--- src/common/b200_ctrl_pkg.sv ---
// Control-plane package for the two-channel radio core
// Register map, compat constants, PPS source encoding and bus structs

`default_nettype none

package b200_ctrl_pkg;

    //////////////////////////////////////////////////
    // Wishbone geometry
    //////////////////////////////////////////////////
    localparam int WB_ADDR_W = 3;   // Word address
    localparam int WB_DATA_W = 32;

    // Register word addresses
    typedef enum logic [WB_ADDR_W-1:0] {
        REG_MISC     = 3'd0,
        REG_RB_SEL   = 3'd1,
        REG_GPSDO_ST = 3'd2,
        REG_PPS_SEL  = 3'd3,
        REG_RB_LO    = 3'd4,        // Read only
        REG_RB_HI    = 3'd5         // Read only
    } reg_addr_e;

    // PPS source select
    typedef enum logic [1:0] {
        PPS_GPSDO = 2'd0,
        PPS_EXT   = 2'd1,
        PPS_INT   = 2'd2,
        PPS_OFF   = 2'd3
    } pps_src_e;

    //////////////////////////////////////////////////
    // Readback constants
    //////////////////////////////////////////////////
    localparam logic [31:0] RB_SIGNATURE = 32'hACE0BA5E;
    localparam logic [15:0] COMPAT_MAJOR = 16'h0004;
    localparam logic [15:0] COMPAT_MINOR = 16'h0000;
    localparam logic [7:0]  RADIO_COUNT  = 8'd1;   // Single radio build

    // Internal PPS period, short so simulation sees many pulses
    localparam logic [31:0] PPS_PERIOD_CYCLES = 32'd100;

    //////////////////////////////////////////////////
    // Structs
    //////////////////////////////////////////////////

    // Settings seen by the rest of the core
    typedef struct packed {
        logic [31:0] misc;
        logic [1:0]  rb_sel;
        logic [7:0]  gpsdo_st;
        pps_src_e    pps_sel;
    } core_settings_t;

    // Host side of the Wishbone classic port
    typedef struct packed {
        logic                 cyc;
        logic                 stb;
        logic                 we;
        logic [WB_ADDR_W-1:0] adr;
        logic [WB_DATA_W-1:0] dat;
    } wb_req_t;

    // Captured status for readback
    typedef struct packed {
        logic [1:0]  lock;       // After two-flop sync
        logic [31:0] misc_in;
        logic [31:0] pps_count;
    } status_t;

endpackage

`default_nettype wire

--- src/hdl/b200_ctrl_top.sv ---
// Control-plane top for the two-channel radio
// Register block, PPS path, status capture and readback word

`timescale 1ns/1ps
`default_nettype none

module b200_ctrl_top (
    input  wire                                  radio_clk,
    input  wire                                  bus_rst,
    input  wire  b200_ctrl_pkg::wb_req_t         i_wb,
    input  wire                                  i_pps_gpsdo,
    input  wire                                  i_pps_ext,
    input  wire  [1:0]                           i_lock,
    input  wire  [31:0]                          i_misc_in,
    output logic [b200_ctrl_pkg::WB_DATA_W-1:0]  o_wb_dat,
    output logic                                 o_wb_ack,
    output logic [31:0]                          o_misc,
    output logic                                 o_pps
);
    import b200_ctrl_pkg::*;

    core_settings_t settings;
    status_t        status;
    logic [31:0]    pps_count;
    logic [63:0]    rb_word;

    // Host registers
    wb_setting_regs wb_setting_regs_i (
        .radio_clk  (radio_clk),
        .bus_rst    (bus_rst),
        .i_wb       (i_wb),
        .i_rb_word  (rb_word),
        .o_wb_dat   (o_wb_dat),
        .o_wb_ack   (o_wb_ack),
        .o_settings (settings)
    );

    pps_timing pps_timing_i (
        .radio_clk   (radio_clk),
        .bus_rst     (bus_rst),
        .i_pps_gpsdo (i_pps_gpsdo),
        .i_pps_ext   (i_pps_ext),
        .i_pps_sel   (settings.pps_sel),
        .o_pps       (o_pps),
        .o_pps_count (pps_count)
    );

    status_capture status_capture_i (
        .radio_clk   (radio_clk),
        .bus_rst     (bus_rst),
        .i_lock      (i_lock),
        .i_misc_in   (i_misc_in),
        .i_pps_count (pps_count),
        .o_status    (status)
    );

    readback_mux readback_mux_i (
        .i_rb_sel   (settings.rb_sel),
        .i_gpsdo_st (settings.gpsdo_st),
        .i_status   (status),
        .o_rb_word  (rb_word)
    );

    assign o_misc = settings.misc;  // Misc output word to the board

endmodule

`default_nettype wire

--- src/hdl/readback_mux.sv ---
// Readback mux that builds the 64-bit word picked by the readback select

`timescale 1ns/1ps
`default_nettype none

module readback_mux (
    input  wire  [1:0]              i_rb_sel,
    input  wire  [7:0]              i_gpsdo_st,
    input  wire  b200_ctrl_pkg::status_t i_status,
    output logic [63:0]             o_rb_word
);
    import b200_ctrl_pkg::*;

    //////////////////////////////////////////////////
    // Word select
    //////////////////////////////////////////////////
    always_comb begin
        case (i_rb_sel)
            2'd0: o_rb_word = {RB_SIGNATURE, COMPAT_MAJOR, COMPAT_MINOR};
            2'd1: o_rb_word = {32'd0, i_status.pps_count};   // Edge count
            2'd2: o_rb_word = {16'd0, RADIO_COUNT, i_gpsdo_st, i_status.misc_in};
            default: begin
                o_rb_word = {62'd0, i_status.lock};
            end
        endcase
    end

endmodule

`default_nettype wire

--- src/hdl/status_capture.sv ---
// Status capture: lock bit sync and registered misc input

`timescale 1ns/1ps
`default_nettype none

module status_capture (
    input  wire                     radio_clk,
    input  wire                     bus_rst,
    input  wire  [1:0]              i_lock,
    input  wire  [31:0]             i_misc_in,
    input  wire  [31:0]             i_pps_count,
    output b200_ctrl_pkg::status_t  o_status
);
    import b200_ctrl_pkg::*;

    logic [1:0]  lock_meta;
    logic [1:0]  lock_sync;
    logic [31:0] misc_q;

    // Front-end lock bits are asynchronous to radio_clk
    always_ff @(posedge radio_clk) begin
        if (bus_rst) begin
            lock_meta <= '0;
            lock_sync <= '0;
            misc_q    <= '0;
        end else begin
            lock_meta <= i_lock;
            lock_sync <= lock_meta;
            misc_q    <= i_misc_in;   // Single capture stage
        end
    end

    assign o_status = '{
        lock:      lock_sync,
        misc_in:   misc_q,
        pps_count: i_pps_count
    };

endmodule

`default_nettype wire

--- src/hdl/wb_setting_regs.sv ---
// Wishbone classic slave for the core setting registers
// One-cycle registered ack, read data returned in the ack cycle

`timescale 1ns/1ps
`default_nettype none

module wb_setting_regs (
    input  wire                                  radio_clk,
    input  wire                                  bus_rst,
    input  wire  b200_ctrl_pkg::wb_req_t         i_wb,
    input  wire  [63:0]                          i_rb_word,
    output logic [b200_ctrl_pkg::WB_DATA_W-1:0]  o_wb_dat,
    output logic                                 o_wb_ack,
    output b200_ctrl_pkg::core_settings_t        o_settings
);
    import b200_ctrl_pkg::*;

    logic                 req;
    logic                 accept;
    logic                 wr_en;
    reg_addr_e            addr;
    logic [WB_DATA_W-1:0] rd_data;

    logic [31:0] misc_r;
    logic [1:0]  rb_sel_r;
    logic [7:0]  gpsdo_st_r;
    pps_src_e    pps_sel_r;

    assign req    = i_wb.cyc & i_wb.stb;
    assign accept = req & ~o_wb_ack;   // Request still held in ack cycle
    assign wr_en  = accept & i_wb.we;
    assign addr   = reg_addr_e'(i_wb.adr);

    //////////////////////////////////////////////////
    // Read decode
    //////////////////////////////////////////////////
    always_comb begin
        rd_data = '0;   // Unmapped reads as zero
        case (addr)
            REG_MISC:     rd_data = misc_r;
            REG_RB_SEL:   rd_data = {30'd0, rb_sel_r};
            REG_GPSDO_ST: rd_data = {24'd0, gpsdo_st_r};
            REG_PPS_SEL:  rd_data = {30'd0, pps_sel_r};
            REG_RB_LO:    rd_data = i_rb_word[31:0];
            REG_RB_HI:    rd_data = i_rb_word[63:32];
            default:      rd_data = '0;
        endcase
    end

    //////////////////////////////////////////////////
    // Ack and resettable settings
    //////////////////////////////////////////////////
    always_ff @(posedge radio_clk) begin
        if (bus_rst) begin
            o_wb_ack  <= 1'b0;
            misc_r    <= '0;
            rb_sel_r  <= '0;
            pps_sel_r <= PPS_GPSDO;
        end else begin
            o_wb_ack <= accept;
            if (wr_en) begin
                case (addr)
                    REG_MISC:    misc_r    <= i_wb.dat;
                    REG_RB_SEL:  rb_sel_r  <= i_wb.dat[1:0];
                    REG_PPS_SEL: pps_sel_r <= pps_src_e'(i_wb.dat[1:0]);
                    default:     ;   // Readback words ignore writes
                endcase
            end
        end
    end

    // GPSDO status survives a bus reset
    always_ff @(posedge radio_clk) begin
        if (wr_en && addr == REG_GPSDO_ST) begin
            gpsdo_st_r <= i_wb.dat[7:0];
        end
        if (accept) begin
            o_wb_dat <= rd_data;   // Valid with ack
        end
    end

    assign o_settings = '{
        misc:     misc_r,
        rb_sel:   rb_sel_r,
        gpsdo_st: gpsdo_st_r,
        pps_sel:  pps_sel_r
    };

    // Host holding stb across the ack cycle must not get a second ack
    a_single_ack: assert property (@(posedge radio_clk) disable iff (bus_rst)
        (o_wb_ack && i_wb.stb) |=> !(o_wb_ack && i_wb.stb));

    a_ack_after_req: assert property (@(posedge radio_clk) disable iff (bus_rst)
        o_wb_ack |-> $past(i_wb.cyc && i_wb.stb));

endmodule

`default_nettype wire

--- src/pps_timing/pps_timing.sv ---
// PPS path: internal pulse generator, source synchronizers,
// source select and a counter of selected PPS rising edges

`timescale 1ns/1ps
`default_nettype none

module pps_timing (
    input  wire                          radio_clk,
    input  wire                          bus_rst,
    input  wire                          i_pps_gpsdo,
    input  wire                          i_pps_ext,
    input  wire  b200_ctrl_pkg::pps_src_e i_pps_sel,
    output logic                         o_pps,
    output logic [31:0]                  o_pps_count
);
    import b200_ctrl_pkg::*;

    logic [31:0] period_cnt;
    logic        period_wrap;
    logic        int_pps;

    logic [2:0]  meta_q;   // {int, ext, gpsdo}
    logic [2:0]  sync_q;
    logic        pps_d;

    //////////////////////////////////////////////////
    // Internal PPS
    //////////////////////////////////////////////////
    assign period_wrap = (period_cnt == PPS_PERIOD_CYCLES - 32'd1);

    always_ff @(posedge radio_clk) begin
        if (bus_rst) begin
            period_cnt <= '0;
            int_pps    <= 1'b0;
        end else begin
            int_pps    <= period_wrap;   // One cycle per period
            period_cnt <= period_wrap ? '0 : period_cnt + 32'd1;
        end
    end

    //////////////////////////////////////////////////
    // Source synchronizers and select
    //////////////////////////////////////////////////
    always_ff @(posedge radio_clk) begin
        if (bus_rst) begin
            meta_q <= '0;
            sync_q <= '0;
        end else begin
            meta_q <= {int_pps, i_pps_ext, i_pps_gpsdo};
            sync_q <= meta_q;
        end
    end

    always_comb begin
        case (i_pps_sel)
            PPS_GPSDO: o_pps = sync_q[0];
            PPS_EXT:   o_pps = sync_q[1];
            PPS_INT:   o_pps = sync_q[2];
            default:   o_pps = 1'b0;   // PPS_OFF
        endcase
    end

    // Rising edge counter for readback
    always_ff @(posedge radio_clk) begin
        if (bus_rst) begin
            pps_d       <= 1'b0;
            o_pps_count <= '0;
        end else begin
            pps_d <= o_pps;
            if (o_pps && !pps_d) begin
                o_pps_count <= o_pps_count + 32'd1;
            end
        end
    end

    a_int_pps_single: assert property (@(posedge radio_clk) disable iff (bus_rst)
        int_pps |=> !int_pps);

endmodule

`default_nettype wire

--- config.mk ---
export PLATFORM = sky130hd
export DESIGN_NAME = b200_ctrl_top
export DESIGN_NICKNAME = d
export VERILOG_FILES = /design/src/common/b200_ctrl_pkg.sv /design/src/hdl/b200_ctrl_top.sv /design/src/hdl/readback_mux.sv /design/src/hdl/status_capture.sv /design/src/hdl/wb_setting_regs.sv /design/src/pps_timing/pps_timing.sv
export SDC_FILE = /design/constraint.sdc
export NUM_CORES = 1
export LEC_CHECK = 0
export BUFFER_PORTS_ARGS = -buffer_cell sky130_fd_sc_hd__buf_2
export CAP_MARGIN = 20
export CORE_ASPECT_RATIO = 1.25
export CORE_UTILIZATION = 60
export DETAILED_ROUTE_END_ITERATION = 6
export PLACE_DENSITY_LB_ADDON = 0.3
export SLEW_MARGIN = 40
export SYNTH_ARGS = -nofsm -noshare
export SYNTH_HDL_FRONTEND = slang
export SYNTH_SLANG_ARGS = --single-unit
--- constraint.sdc ---
create_clock -name radio_clk -period 6.99 [get_ports radio_clk]
set_clock_uncertainty 0.2 [all_clocks]
set_input_delay 1.398 -clock radio_clk [delete_from_list [all_inputs] [get_ports radio_clk]]
set_output_delay 1.398 -clock radio_clk [all_outputs]
set_load 0.03 [all_outputs]
==> summary.md <==
| Metric | Value |
|---|---|
| DR pass1 iterations | 6 |
| Resize count post-CTS | 0 |
| Fin cells | 1116 |
| Final hold slack | 0.237 ns |
| Setup bufs post-CTS | 0 |
| GR Util met3 | 5.16% |
| Area contributors post-synth | dfxtp_1, edfxtp_1, a21oi_1, nand2_1, nor2b_1 |
| Yosys warning count | 0 |
| Initial Util | 61.9% |
| Sw Ratio | 22.6% |
| Int Power | 1.72 mW |
| H-tree levels | 4 |
| Antenna cell count | 0 |
| Sequential share of power | 50.7% |
| Syn_nets | 909 |
| Synth unique cells | 60 |
| Multi-input gate area | 3540 sq um |
| Clk pwr share | 43.9% |
| Post-synthesis register bit count | 185 |
| Clk_lat worst skew | 0.43 ns |
| CTS tree | built |
| Layout fillers | 989 |
| Total CTS buffers | 17 |
| Post-route minimum period | 3.40 ns |
| P&R area growth vs syn | 16.8% |
| Top-count cell post-synth | dfxtp_1 |
| Avg WL per Cell | 18.6 microns |
| Vias per cell | 6.11 |
| Setup TNS | 0 ns |
| Maximum clock insertion buffer count | 2 |
| Full die area | 13700 sq um |
| Leak pwr | 3.34 nW |
| Hold Buf Count CTS | 0 |
| Die Span X | 105 microns |
| Initial detailed-routing violation count | 489 |
| Post-synth EDFFs | 40 |
| Initial antenna violation count | 0 |
| Yosys top cell area share | 36.7% |
| CP Max Fanout | 11 |
| Gr usage total | 31.0% |
| Max-Cap Viols | 0 |
| Sequential area share after synthesis | 51.8% |
| Vias in the first global route | 6256 |
| Setup-failing EPs final | 0 |
| Max Freq | 294 MHz |
| Top Usage Layer GRT | met2 |
| VDD IR max | 0.000166 V |
| Combinational fraction of design power | 5.4% |
| CTS Sinks | 185 |
| CP startpoint kind | flip-flop |
| Mapped Cells | 831 |
| GP Congestion | 0.889 |
| Cell taking the most area after synthesis | dfxtp_1 |
| Fin crit share | 48.7% |
| Switch Pwr | 0.501 mW |
| RR Startpoint | pps_timing_i.period_cnt[0] |
| RSZ-0062 raised after global routing | no |
| DP Cell Count | 1084 |
| Met2 GRT Util | 52.6% |
| Total Power | 2.22 mW |
| Util after Layout | 72.3% |
| Slew HR | 47.2% |
| Antenna Nets Post-Route | 0 |
| FF/Latch Area | 4100 sq um |
| Num rows | 46 |
| Io pins | 142 |
| Met1 Usage GRT | 36.0% |
| CP arrival | 1.80 ns |
| Remaining DRCs | 0 |
| Largest net degree at the start of global routing | 91 |
| Post-Route WL | 20.8 mm |
| Avg Cell Area, Syn | 9.52 sq um |
| Core area | 12800 sq um |
| Synth Flop Type | dfxtp_1 |
| Asr flop ratio synth | 0% |
| First-pass GRT wire length | 32.3 mm |
| Worst Path Required | 5.39 ns |
| Nets | 1013 |
| Root buffer cell | clkbuf_16 |
| Kind of end point of the critical path | output pin |
| Total grt overflow | 0 |
| Hold crit path type | flip-flop to flip-flop |
| # port buffers | 141 |
| Dpl hpwl | 14.2 mm |
| Worst-Margin Slew | 0.789 ns |
| Final Max Slew Viols | 0 |
| Via Count | 6819 |
| Syn Std Cell Area | 7920 sq um |
| Crit Path Class | flip-flop to output pin |
| Clk pin slew, worst setup/hold paths | 0.06 ns |
| Outcome | finished clean |
| Worst setup startpoint | wb_setting_regs_i.pps_sel_r[0] |
| Share of cells above drive strength 1 | 21.9% |
| Hold_sp | status_capture_i.lock_meta[1] |
| Hold Vio Cnt, Final | 0 |
| Die H | 130 microns |
| Power Dens Cells | 240 nW/um^2 |
| Synth top cells by count | dfxtp_1, nand2_1, a21oi_1 |
## kinds of logic after synthesis
logic type      share of synthesized area [%]
fa+ha+maj                               0.316
compound gates                           14.6
flops                                    51.8
xor+xnor                                 1.55
buf+inv                                  3.94
mux                                      3.11
simple gates                             24.6
## per-layer routing
metal | wire length [microns] | vias to the layer above
li1 | - | 3263
met1 | 8020 | 3183
met2 | 10300 | 307
met3 | 1230 | 66
met4 | 1270 | 0
met5 | 0 | -
## final cells by class
cell class                      count  share of cell area (%)
Timing Repair Buffer              146                    8.33
Sequential cell                   185                    44.4
Clock buffer                       17                    4.60
Multi-Input combinational cell    579                    38.3
Clock inverter                     15                    1.87
Inverter                            6                   0.244
Tap cell                          168                    2.27
## cells in the final DEF, fill, tap and decap left out, types with 10 or more instances in the layout
master	netlist	routed
and3_1	12	12
clkbuf_16	0	17
edfxtp_1	40	40
nor4_1	12	12
dfxtp_1	145	145
mux2_2	12	12
buf_2	12	140
and4_1	10	10
or4_1	25	25
nand2_1	100	99
nor2_1	42	41
a21oi_1	81	81
nand4_1	24	24
a22oi_1	30	30
o21ai_0	41	41
xor2_1	10	10
o31ai_1	23	23
nand3_1	21	21
mux2i_1	10	10
nor2b_1	55	52
## stage by stage
| step | cell area (sq um) | setup slack [ns] |
|---|---|---|
| floorplan | 7920 | 3.55 |
| global placement | 8590 | 3.34 |
| detailed placement | 8640 | 3.61 |
| CTS | 9240 | 3.58 |
| global route | 9240 | 3.49 |
| finish | 9240 | 3.59 |
## critical path, stage by stage, from the launching register on
cell and delay [ns]:
dfxtp_1 0.44, mux2i_1 0.27, o21a_1 0.41, inv_1 0.07, buf_2 0.18
## state kept, by name, indices dropped and copies added, names as in the netlist, 3 cells and up
name and count:
pps_timing_i.sync_q 3, pps_timing_i.period_cnt 32, status_capture_i.misc_q 32, pps_timing_i.meta_q 3, wb_setting_regs_i.o_wb_dat 32, wb_setting_regs_i.gpsdo_st_r 8
pps_timing_i.o_pps_count 32, wb_setting_regs_i.misc_r 32
## power by group through the flow
stage	Combinational (mW)	Clock [mW]	Sequential, mW
finish	0.119	0.976	1.13
global route	0.128	1.03	1.13
CTS	0.119	0.986	1.13
detailed placement	0.118	0	1.15
global placement	0.114	0	1.15
floorplan	0.0512	0	1.17
## worst paths after layout
kind | to | slack (ns) | cells past startpoint
setup reg to reg | pps_timing_i.period_cnt[8] | 4.45 | 6
hold / removal | status_capture_i.lock_sync[1] | 0.24 | 1
hold reg to reg | status_capture_i.lock_sync[1] | 0.24 | 1
setup / recovery | o_pps | 3.59 | 4
Power figures use the tool's default switching activity.
